[config.mk]
export PLATFORM = sky130hd
export DESIGN_NAME = fetch_top
export DESIGN_NICKNAME = d
export VERILOG_FILES = /design/src/common/fetch_pkg.sv /design/src/common/cache_bus_if.sv /design/src/fetch/fetch_unit.sv /design/src/icache/icache.sv /design/src/design/fetch_top.sv
export SDC_FILE = /design/constraint.sdc
export NUM_CORES = 1
export LEC_CHECK = 0
export BUFFER_PORTS_ARGS = -buffer_cell sky130_fd_sc_hd__buf_4
export CAP_MARGIN = 20
export CORE_MARGIN = 2
export CORE_UTILIZATION = 35
export CTS_BUF_LIST = sky130_fd_sc_hd__clkbuf_16
export CTS_CLUSTER_DIAMETER = 200
export CTS_CLUSTER_SIZE = 25
export DETAILED_ROUTE_END_ITERATION = 12
export GPL_TIMING_DRIVEN = 0
export PLACE_DENSITY = 0.53
export SYNTH_ARGS = -nofsm -noshare
export SYNTH_HDL_FRONTEND = slang
export SYNTH_SLANG_ARGS = --single-unit
[constraint.sdc]
create_clock -name clk -period 5.8 [get_ports clk]
set_input_delay 0.58 -clock clk [delete_from_list [all_inputs] [get_ports clk]]
set_output_delay 0.58 -clock clk [all_outputs]
set_load 0.01 [all_outputs]
[src/program.hex]
// One 32-bit instruction word per line in hex
// First line is word address 0, 32 words in total
00100093
00200113
00308193
00410213
00518293
00620313
00728393
00830413
00938493
00a40513
00b48593
00c50613
00d58693
00e60713
00f68793
01070813
002081b3
40110233
0020f2b3
0020e333
0020c3b3
00209433
0020d4b3
00112023
00012503
fe209ee3
00408093
00c000ef
000080e7
12345537
00001597
00100073

[src/common/fetch_pkg.sv]
////////////////////
// Fetch front end shared definitions
// Cache bus commands and responses, decode and debug commands,
// fetch item kinds and instruction cache geometry
////////////////////
package fetch_pkg;

    // Command presented by fetch on the cache bus
    typedef enum logic [1:0] {
        CACHE_CMD_NONE,
        CACHE_CMD_EXECUTE,
        CACHE_CMD_FLUSH_ALL
    } cache_cmd_e;

    // Cache answer, valid in the done cycle
    typedef enum logic [1:0] {
        CACHE_RESP_OK,
        CACHE_RESP_ACCESS_FAULT
    } cache_resp_e;

    // Decode to fetch commands
    typedef enum logic [1:0] {
        D2F_CMD_NONE,
        D2F_CMD_FLUSH,
        D2F_CMD_BRANCH
    } d2f_cmd_e;

    // Kind of item handed to decode
    typedef enum logic {
        F2D_TYPE_INSTR,
        F2D_TYPE_INTERRUPT_PENDING
    } f2d_type_e;

    typedef enum logic [1:0] {
        DBG_CMD_NOP,
        DBG_CMD_JUMP
    } dbg_cmd_e;

    ////////////////////
    // Memory and cache geometry
    ////////////////////
    localparam int ROM_WORDS      = 32;
    localparam int ROM_ADDR_W     = $clog2(ROM_WORDS);
    localparam logic [31:0] ROM_BYTES = 32'(ROM_WORDS * 4);
    localparam int ICACHE_LINES   = 8;
    localparam int ICACHE_INDEX_W = $clog2(ICACHE_LINES);
    // Word address bits above the line index
    localparam int ICACHE_TAG_W   = 30 - ICACHE_INDEX_W;
    localparam int MISS_LATENCY   = 3;
    localparam int MISS_CNT_W     = $clog2(MISS_LATENCY + 1);
    localparam string ROM_FILE    = "/design/src/program.hex";

endpackage

[src/common/cache_bus_if.sv]
////////////////////
// Fetch to instruction cache command bus
// Command and address stay put until done
////////////////////
`timescale 1ns/1ns

interface cache_bus_if import fetch_pkg::*; ();

    // Driven by fetch
    cache_cmd_e  cmd;
    logic [31:0] address;

    // Driven by the cache
    logic        done;
    cache_resp_e resp;
    logic [31:0] load_data;

    modport fetch (
        output cmd, address,
        input  done, resp, load_data
    );

    modport cache (
        input  cmd, address,
        output done, resp, load_data
    );

endinterface

[src/fetch/fetch_unit.sv]
////////////////////
// Fetch unit
// Issues one cache command at a time, follows pc+4 or a redirect,
// hands instructions to decode over valid/ready and parks under debug
////////////////////
`timescale 1ns/1ns

module fetch_unit import fetch_pkg::*; (
    input  logic        clk,
    input  logic        rst_n,
    input  logic [31:0] reset_vector,

    cache_bus_if.fetch  cache,

    input  logic        interrupt_pending,

    // Debug port
    input  logic        dbg_mode,
    input  logic        dbg_cmd_valid,
    input  dbg_cmd_e    dbg_cmd,
    input  logic [31:0] dbg_arg0,
    output logic        dbg_cmd_ready,
    output logic        dbg_pipeline_busy,

    // Towards decode
    output logic        f2d_valid,
    output f2d_type_e   f2d_type,
    output logic [31:0] f2d_instr,
    output logic [31:0] f2d_pc,
    output cache_resp_e f2d_resp,

    // From decode
    input  logic        d2f_ready,
    input  d2f_cmd_e    d2f_cmd,
    input  logic [31:0] d2f_branch_target
);

    ////////////////////
    // State
    ////////////////////
    // Command and address that were on the bus last cycle
    cache_cmd_e  active_cmd;
    logic [31:0] pc;

    // Response kept for decode while it stalls
    logic        saved_valid;
    logic        saved_valid_nxt;
    logic [31:0] saved_instr;
    cache_resp_e saved_resp;

    // Redirects that wait for the unit to become free
    logic        branched;
    logic        branched_nxt;
    logic [31:0] branch_target;
    logic [31:0] branch_target_nxt;
    logic        flushed;
    logic        flushed_nxt;

    logic        active;
    logic        resp_present;
    logic        free;

    assign active = (active_cmd != CACHE_CMD_NONE);

    // Fetch result goes to decode unless a redirect made it stale
    assign resp_present = active && cache.done &&
                          (active_cmd == CACHE_CMD_EXECUTE) && !branched;

    // Free to put a new command on the bus this cycle
    assign free = saved_valid ? d2f_ready
                              : (!active || (cache.done && (d2f_ready || !resp_present)));

    always_comb begin
        cache.cmd         = active_cmd;
        cache.address     = pc;
        f2d_valid         = 1'b0;
        f2d_type          = F2D_TYPE_INSTR;
        f2d_instr         = cache.load_data;
        f2d_pc            = pc;
        f2d_resp          = cache.resp;
        dbg_cmd_ready     = 1'b0;
        dbg_pipeline_busy = 1'b1;
        saved_valid_nxt   = saved_valid;
        branched_nxt      = branched;
        branch_target_nxt = branch_target;
        flushed_nxt       = flushed;

        // Decode commands count only with ready, remember them at once
        if (d2f_ready && (d2f_cmd == D2F_CMD_FLUSH)) begin
            flushed_nxt = 1'b1;
        end
        if (d2f_ready && (d2f_cmd == D2F_CMD_BRANCH)) begin
            branched_nxt      = 1'b1;
            branch_target_nxt = d2f_branch_target;
        end

        ////////////////////
        // Item offered to decode
        ////////////////////
        if (saved_valid) begin
            f2d_valid = 1'b1;
            f2d_instr = saved_instr;
            f2d_resp  = saved_resp;
        end else if (resp_present) begin
            // Straight from the cache in the done cycle
            f2d_valid = 1'b1;
        end else if (!active && interrupt_pending) begin
            f2d_valid = 1'b1;
            f2d_type  = F2D_TYPE_INTERRUPT_PENDING;
        end

        ////////////////////
        // Next command
        ////////////////////
        if (free) begin
            saved_valid_nxt = 1'b0;
            if (dbg_mode) begin
                // Parked, debug may only act once nothing is in flight
                cache.cmd         = CACHE_CMD_NONE;
                dbg_pipeline_busy = active || saved_valid;
                if (!active && !saved_valid && dbg_cmd_valid) begin
                    dbg_cmd_ready = 1'b1;
                    if (dbg_cmd == DBG_CMD_JUMP) begin
                        branched_nxt      = 1'b1;
                        branch_target_nxt = dbg_arg0;
                    end
                end
            end else if (interrupt_pending) begin
                // Hold until the interrupt is taken
                cache.cmd = CACHE_CMD_NONE;
            end else if (flushed_nxt) begin
                cache.cmd   = CACHE_CMD_FLUSH_ALL;
                flushed_nxt = 1'b0;
            end else if (branched_nxt) begin
                cache.cmd     = CACHE_CMD_EXECUTE;
                cache.address = branch_target_nxt;
                branched_nxt  = 1'b0;
            end else begin
                cache.cmd     = CACHE_CMD_EXECUTE;
                cache.address = pc + 32'd4;
            end
        end else if (cache.done) begin
            // Decode stalls on a fresh response, keep it and go quiet
            cache.cmd       = CACHE_CMD_NONE;
            saved_valid_nxt = 1'b1;
        end

        // Nothing leaves the unit during reset
        if (!rst_n) begin
            cache.cmd     = CACHE_CMD_NONE;
            cache.address = reset_vector;
            f2d_valid     = 1'b0;
            dbg_cmd_ready = 1'b0;
        end
    end

    always_ff @(posedge clk) begin
        if (!rst_n) begin
            active_cmd    <= CACHE_CMD_NONE;
            saved_valid   <= 1'b0;
            flushed       <= 1'b0;
            // Start as if a branch to the reset vector was taken
            branched      <= 1'b1;
            branch_target <= reset_vector;
        end else begin
            active_cmd    <= cache.cmd;
            saved_valid   <= saved_valid_nxt;
            flushed       <= flushed_nxt;
            branched      <= branched_nxt;
            branch_target <= branch_target_nxt;
        end
    end

    always_ff @(posedge clk) begin
        pc <= cache.address;
        // Track the bus until a stall freezes the copy
        if (!saved_valid) begin
            saved_instr <= cache.load_data;
            saved_resp  <= cache.resp;
        end
    end

endmodule

[src/icache/icache.sv]
////////////////////
// Direct-mapped instruction cache
// One word per line, refilled from a word ROM after a fixed delay,
// flush-all and access faults past the end of the ROM
////////////////////
`timescale 1ns/1ns

module icache import fetch_pkg::*; (
    input  logic       clk,
    input  logic       rst_n,
    cache_bus_if.cache cache
);

    typedef enum logic [1:0] {
        ST_IDLE,
        ST_REFILL,
        ST_RESPOND
    } state_e;

    state_e state;

    // Line storage
    logic [ICACHE_LINES-1:0] line_valid;
    logic [ICACHE_TAG_W-1:0] tags [ICACHE_LINES];
    logic [31:0]             data [ICACHE_LINES];

    // Backing ROM
    logic [31:0] rom [ROM_WORDS];

    initial begin
        $readmemh(ROM_FILE, rom);
    end

    // Request being refilled
    logic [31:0]           fill_addr;
    logic [MISS_CNT_W-1:0] miss_cnt;
    logic [31:0]           load_data;
    cache_resp_e           resp;

    logic [ICACHE_INDEX_W-1:0] req_index;
    logic [ICACHE_TAG_W-1:0]   req_tag;
    logic                      hit;
    logic                      fault;
    logic [ICACHE_INDEX_W-1:0] fill_index;

    // Lookup on the address presented this cycle
    assign req_index  = cache.address[2 +: ICACHE_INDEX_W];
    assign req_tag    = cache.address[31 -: ICACHE_TAG_W];
    assign hit        = line_valid[req_index] && (tags[req_index] == req_tag);
    assign fault      = (cache.address >= ROM_BYTES);
    assign fill_index = fill_addr[2 +: ICACHE_INDEX_W];

    assign cache.done      = (state == ST_RESPOND);
    assign cache.resp      = resp;
    assign cache.load_data = load_data;

    ////////////////////
    // Control
    ////////////////////
    always_ff @(posedge clk) begin
        if (!rst_n) begin
            state      <= ST_IDLE;
            line_valid <= '0;
        end else if (state == ST_REFILL) begin
            if (miss_cnt == '0) begin
                state                  <= ST_RESPOND;
                line_valid[fill_index] <= 1'b1;
            end
        end else if (cache.cmd == CACHE_CMD_FLUSH_ALL) begin
            // Idle or done cycle, a new command is taken here
            line_valid <= '0;
            state      <= ST_RESPOND;
        end else if (cache.cmd == CACHE_CMD_EXECUTE) begin
            // Faults bypass the lines
            state <= (hit || fault) ? ST_RESPOND : ST_REFILL;
        end else begin
            state <= ST_IDLE;
        end
    end

    // Data path
    always_ff @(posedge clk) begin
        if (state == ST_REFILL) begin
            miss_cnt <= miss_cnt - 1'b1;
            if (miss_cnt == '0) begin
                tags[fill_index] <= fill_addr[31 -: ICACHE_TAG_W];
                data[fill_index] <= rom[fill_addr[2 +: ROM_ADDR_W]];
                load_data        <= rom[fill_addr[2 +: ROM_ADDR_W]];
                resp             <= CACHE_RESP_OK;
            end
        end else if (cache.cmd != CACHE_CMD_NONE) begin
            fill_addr <= cache.address;
            miss_cnt  <= MISS_CNT_W'(MISS_LATENCY - 1);
            if ((cache.cmd == CACHE_CMD_EXECUTE) && fault) begin
                resp      <= CACHE_RESP_ACCESS_FAULT;
                load_data <= '0;
            end else begin
                resp      <= CACHE_RESP_OK;
                load_data <= hit ? data[req_index] : '0;
            end
        end
    end

endmodule

[src/design/fetch_top.sv]
////////////////////
// Fetch front end top
// Fetch unit and instruction cache joined by the cache bus
////////////////////
`timescale 1ns/1ns

module fetch_top import fetch_pkg::*; (
    input  logic        clk,
    input  logic        rst_n,
    input  logic [31:0] reset_vector,
    input  logic        interrupt_pending,

    // Debug port
    input  logic        dbg_mode,
    input  logic        dbg_cmd_valid,
    input  dbg_cmd_e    dbg_cmd,
    input  logic [31:0] dbg_arg0,
    output logic        dbg_cmd_ready,
    output logic        dbg_pipeline_busy,

    // Decode port
    output logic        f2d_valid,
    output f2d_type_e   f2d_type,
    output logic [31:0] f2d_instr,
    output logic [31:0] f2d_pc,
    output cache_resp_e f2d_resp,
    input  logic        d2f_ready,
    input  d2f_cmd_e    d2f_cmd,
    input  logic [31:0] d2f_branch_target
);

    cache_bus_if i_cache_bus ();

    fetch_unit i_fetch_unit (
        .clk               (clk),
        .rst_n             (rst_n),
        .reset_vector      (reset_vector),
        .cache             (i_cache_bus.fetch),
        .interrupt_pending (interrupt_pending),
        .dbg_mode          (dbg_mode),
        .dbg_cmd_valid     (dbg_cmd_valid),
        .dbg_cmd           (dbg_cmd),
        .dbg_arg0          (dbg_arg0),
        .dbg_cmd_ready     (dbg_cmd_ready),
        .dbg_pipeline_busy (dbg_pipeline_busy),
        .f2d_valid         (f2d_valid),
        .f2d_type          (f2d_type),
        .f2d_instr         (f2d_instr),
        .f2d_pc            (f2d_pc),
        .f2d_resp          (f2d_resp),
        .d2f_ready         (d2f_ready),
        .d2f_cmd           (d2f_cmd),
        .d2f_branch_target (d2f_branch_target)
    );

    icache i_icache (
        .clk   (clk),
        .rst_n (rst_n),
        .cache (i_cache_bus.cache)
    );

endmodule

**After elaboration in Yosys (flattened, before gate mapping)**

Memory sizes are Yosys's and may differ from the RTL's.
Index checks and enable logic that the tools add are counted.

- Register bits: 181
- Latch bits: 0
- Memory bits (writable): 472
- Bits in read-only memories: 0
- Bits of input ports: 106
- Output and inout port bits: 70
- Word-level logic and storage cells: 134
- Memories: 2

- $add $sub $neg: 2
- $mul: 0
- Div/mod/pow operators: 0
- Order comparisons: 4
- Equal/unequal tests: 10
- Shift-type cells: 0
- Muxes and demuxes: 70
- Bitwise logic cells: 3
- Reductions and logical operators: 29

Memory list:

| memory | words | width | rd ports | clocked after memory_dff | write ports | line | source |
|---|---|---|---|---|---|---|---|
| i_icache.data | 8 | 32 | 1 | 0 | 1 | icache.sv:25 | `logic [31:0] data [ICACHE_LINES];` |
| i_icache.tags | 8 | 27 | 1 | 0 | 1 | icache.sv:24 | `logic [ICACHE_TAG_W-1:0] tags [ICACHE_LINES];` |

Operator list:

| cell | count |
|---|---|
| $mux W32 | 18 |
| $mux W2 | 17 |
| $add A32 B3 Y32 const B | 1 |
| $ge A32 B8 Y1 const B | 1 |
| $mux W1 | 30 |
| $eq A27 B27 Y1 | 1 |
| $mux W8 | 3 |
| $logic_and A1 B1 Y1 | 12 |
| $eq A2 B1 Y1 const B | 5 |
| $lt A3 B4 Y1 const B | 2 |
| $or A8 B8 Y8 | 1 |
| $reduce_bool A2 Y1 | 4 |
| $eq A2 B2 Y1 const B | 3 |
| $reduce_and A2 Y1 | 3 |
| $logic_not A1 Y1 | 4 |
| $logic_or A1 B1 Y1 | 4 |
| $bmux W1 S3 | 1 |
| $demux W1 S3 | 1 |
| $ge A3 B1 Y1 const B | 1 |
| $logic_not A2 Y1 | 1 |
| $ne A2 B2 Y1 const B | 1 |
| $not A1 Y1 | 2 |
| $reduce_or A2 Y1 | 1 |
| $sub A2 B1 Y2 const B | 1 |

**Longest topological paths before layout**

- Depth after elaboration: 19
- Depth in mapped cells: 16
- Depth with buffers taken out: 13

**Hierarchy**

Synthesis repeated with hierarchy kept, for this count alone.

- Cells, all modules: 1129
- Area, all modules: 15597.5 um^2

Modules (own cells, without submodules):

| module | times used | cells each | area an instance (um^2) | seq. area each (um^2) |
|---|---|---|---|---|
| icache | 1 | 505 | 10264.8 | 7677.4 |
| fetch_unit | 1 | 624 | 5332.6 | 2062.0 |

**Least setup slack after synthesis**

No wires, ideal clock.

- Path kind: input to register
- Start point: input d2f_cmd[0]
- End point: register i_icache.fill_addr[10] (enable)
- Library setup time: 427 ps
- Data arrival time: 3843 ps
- Required time: 5373 ps
- Path slack: 1530 ps
- Stages: 8
- Path buffers: 3
- Cell sequence: and3b_1 or4_4 nor2_1 buf_2 buf_1 clkbuf_1 o21ai_0 a21oi_1

- Longest elaborated chain between the ends: 10

Ends and longest elaborated chain:

| element | line | source |
|---|---|---|
| from (decl) | fetch_top.sv:28 | `input d2f_cmd_e d2f_cmd,` |
| $eq A2 B1 Y1 | fetch_unit.sv:89 | `if (d2f_ready && (d2f_cmd == D2F_CMD_FLUSH)) begin` |
| $logic_and A1 B1 Y1 | fetch_unit.sv:89 |  |
| $mux W1 | fetch_unit.sv:89 |  |
| $mux W2 | fetch_unit.sv:131 | `end else if (flushed_nxt) begin` |
| $mux W2 | fetch_unit.sv:128 | `end else if (interrupt_pending) begin` |
| $mux W2 | fetch_unit.sv:117 | `if (dbg_mode) begin` |
| $mux W2 | fetch_unit.sv:115 | `if (free) begin` |
| $mux W2 | fetch_unit.sv:149 | `if (!rst_n) begin` |
| $reduce_bool A2 Y1 | icache.sv:91 | `end else if (cache.cmd != CACHE_CMD_NONE) begin` |
| $reduce_and A2 Y1 (no source line) | -- |  |
| to (signal assigned) | icache.sv:92 | `fill_addr <= cache.address;` |
| to (decl) | icache.sv:35 | `logic [31:0] fill_addr;` |

No other way between the ends.
A chain may end at the register's enable or synchronous reset.

**Worst setup path in the final report**

- Start point: input d2f_cmd[0]
- End point: register i_icache.state[1]

- Longest elaborated chain between the ends: 17
- Elaborated cells on any way between the ends: 31
- Those cells by class: 1 x order compare; 5 x eq/ne; 20 x mux; 4 x reduce/logical; 1 x memory

Ends and longest elaborated chain:

| element | line | source |
|---|---|---|
| parallel branches: the longest is 15 deep, another holds $ge A32 B8 Y1 | -- |  |
| $mux W2 * | icache.sv:69 | `end else if (cache.cmd == CACHE_CMD_FLUSH_ALL) begin` |
| $mux W2 * | icache.sv:64 | `end else if (state == ST_REFILL) begin` |
| to (signal assigned) | icache.sv:75 | `state <= (hit \|\| fault) ? ST_RESPOND : ST_REFILL;` |
| to (decl) | icache.sv:20 | `state_e state;` |

Mark *: on every way between the ends. The select of a mux whose other input is x is not followed.

==> metrics <==
RSZ-0062 raised after global routing=no; Skew-Pair Late Insertion Delay=0.54 ns; TritonCTS clock tree=yes; Post-Syn Instances=1324; initial detailed-routing violation count=1293; Initial Utilization=0.355; worst slew pin tran=1.08 ns; share of layout cells above drive strength 1=0.180; Synth Register Bits=362; CTS sink count=362; Netlist cell types=77; Hold Vio Cnt, Final=0; initial antenna violation count=1; Port Buffers=174; routed via count=12.3k; Setup Total Neg Slack=0 ns; Final nets=1645; worst setup path start=d2f_cmd[0]; Req. time, crit path=6.23 ns; Via density=5.73; post-route ant nets=0; Layout area overhead=18.6%; gp weighted congestion=0.917; # diodes=0; Final Worst Setup Slack=0.167 ns; Hold Buf Count CTS=0; Slew Viols, Final=0; clock tree buffer depth=3; Lkg Pwr=6.50 nW; H-Tree Level Count=1; EDFF count, synth=249; reg2reg start=i_fetch_unit.f2d_pc[2]; IR drop worst, VDD=0.148 mV; Tot GR Track Use=0.229; Comb power frac=0.167; top cells by area, synth=edfxtp_1, dfxtp_1, nand2_1, a2111oi_0, o31a_1; internal power=3.77 mW; power density cells=282 mW/mm^2; clock share of power=0.275; maxcap violations=0; status=finished, final reports clean; largest net degree at the start of global routing=27; Async SR Flop Fraction=0; Reg power frac=0.558; CP Class=in2reg; synthesized area=0.0157 sq mm; multi-input logic area=0.00558 sq mm; Warnings, synthesis=0; FMAX=178 MHz; total power=5.24 mW; Yosys top cell area share=0.476; Sw Share=0.281; vias in the first global route=12.3k; first-pass GRT wire length=80700 um; core area=0.0442 sq mm; Period Utilization, post-route=0.971; hold crit path type=in2reg; crit start category=input port; clk_skew=0.0239 ns; WL per Instance=25.4 um; worst slack at placement=-0.596 ns; crit path DAT=6.06 ns; relative slew slack=0.270; final hold slack=0.271 ns; row cnt=77; Post-Syn Nets=1432; FILL cells=4285; drc violations=0; Die Width=216 um; post-CTS sizing=1; Post-synth top flop=edfxtp_1; syn_area_per_cell=11.9 sq um; largest area contributor in the netlist=edfxtp_1; final worst path period need=5.63 ns; die area=0.0466 sq mm; total grt overflow=0; Root Buffer=clkbuf_16; min-delay src=d2f_ready; total setup buffers inserted after CTS=0; switching power total=1.47 mW; sequential fraction of the synthesis area=0.620; Final Setup Violations=0; register area=0.00974 sq mm; clk slew on worst S/H paths=0.10 ns; chip height=216 um; DP HPWL=39100 um; Crit Path Max Fanout=10; count leader, synth=edfxtp_1; DR pass1 iterations=5; Top Ports=176; CP Capture Type=flop; commonest cells in the synthesized netlist=edfxtp_1, nand2_1, dfxtp_1; total CTS buffers=18; routed wire length=54300 um
-- worst max-delay path, stage by stage --
cell       delay [ns]
buf_4            0.12
and3b_1          0.19
clkbuf_1         0.64
nand2_1          0.27
a2111oi_4        0.78
clkbuf_1         0.54
clkbuf_1         0.51
o31a_1           0.22
a2111oi_0        0.06
nor4_1           0.64
xnor2_1          0.20
o2111ai_1        0.20
nor4_2           0.54
a31oi_1          0.21
a2111oi_2        0.34
-- layer usage --
metal,up-vias,track usage,part of all wire
met3,84,0.0296,0.067
met1,6082,0.321,0.44
met2,536,0.377,0.47
met5,-,0,0
met4,0,0.0522,0.023
li1,5550,-,-
-- sequential cells by signal, indices dropped and copies added (netlist names) --
signal,flops
i_icache.cache.resp,1
i_fetch_unit.saved_valid,1
i_fetch_unit.branch_target,32
i_fetch_unit.active_cmd,2
i_fetch_unit.branched,1
i_icache.line_valid,8
i_icache.fill_addr,30
i_icache.tags,216
i_fetch_unit.f2d_pc,32
i_icache.state,2
i_icache.miss_cnt,2
i_fetch_unit.flushed,1
i_fetch_unit.saved_instr,32
i_fetch_unit.saved_resp,2
-- power groups by stage --
stage	registers, mW	clock network [mW]	logic [mW]
after floorplan	2.96	0	0.478
after global placement	2.98	0	0.851
after detailed placement	2.98	0	0.864
after CTS	2.92	1.48	0.868
after global routing	2.94	1.55	0.938
final	2.93	1.44	0.875
-- through the flow --
step / cell area [sq um] / utilization / cells
floorplan: 15700 / - / 1324
CTS: 18600 / 0.421 / 2138
finish: 18600 / 0.421 / 2140
detailed placement: 18100 / 0.409 / 2107
global route: 18600 / 0.421 / 2140
global placement: 17800 / 0.401 / 2090
-- placed cells by master (no fill, tap or decap), types with 12 or more instances in the layout --
| cell | n |
|---|---|
| a31oi_1 | 13 |
| inv_1 | 24 |
| a2111oi_0 | 60 |
| o21ai_0 | 76 |
| nor3_1 | 16 |
| clkbuf_1 | 74 |
| dfxtp_1 | 113 |
| edfxtp_1 | 249 |
| nand2_1 | 154 |
| and2_1 | 35 |
| a21oi_1 | 35 |
| clkbuf_16 | 19 |
| nor2b_1 | 15 |
| nor2_1 | 51 |
| buf_4 | 179 |
| nand4_1 | 12 |
| mux2i_1 | 41 |
| o31ai_1 | 13 |
| o31a_1 | 60 |
| xnor2_1 | 20 |
| a32o_1 | 12 |
| buf_2 | 12 |
| nor4_1 | 23 |
| nand3_1 | 45 |
-- layout make-up --
type	instances	area share
sequential	362	0.523
tap	592	0.0398
inverter	16	0.00329
multi-input combinational	848	0.300
clock inverter	12	0.00309
buffer	98	0.0218
timing repair buffer	193	0.0839
clock buffer	19	0.0255
-- final timing paths --
path | cells after the start | endpoint | slack [ns]
setup reg to reg | 14 | i_icache.state[1] | 0.35
setup / recovery | 15 | i_icache.state[1] | 0.17
hold / removal | 2 | i_fetch_unit.saved_valid | 0.27
hold reg to reg | 1 | i_fetch_unit.saved_instr[21] | 0.47
-- kinds of logic (layout without fill, tap and decap cells) --
| kind of cell | after synthesis | count (layout) | synth area share |
|---|---|---|---|
| AND/OR/NAND/NOR | 413 | 413 | 0.130 |
| flip-flops | 362 | 362 | 0.620 |
| AO/OA/AOI/OAI | 360 | 360 | 0.173 |
| buffers and inverters | 114 | 338 | 0.0297 |
| multiplexers | 51 | 51 | 0.0333 |
| XOR/XNOR | 22 | 22 | 0.0123 |
| adder cells (fa/ha/maj) | 2 | 2 | 0.00159 |
No activity file was read; power rests on OpenSTA's default activity.
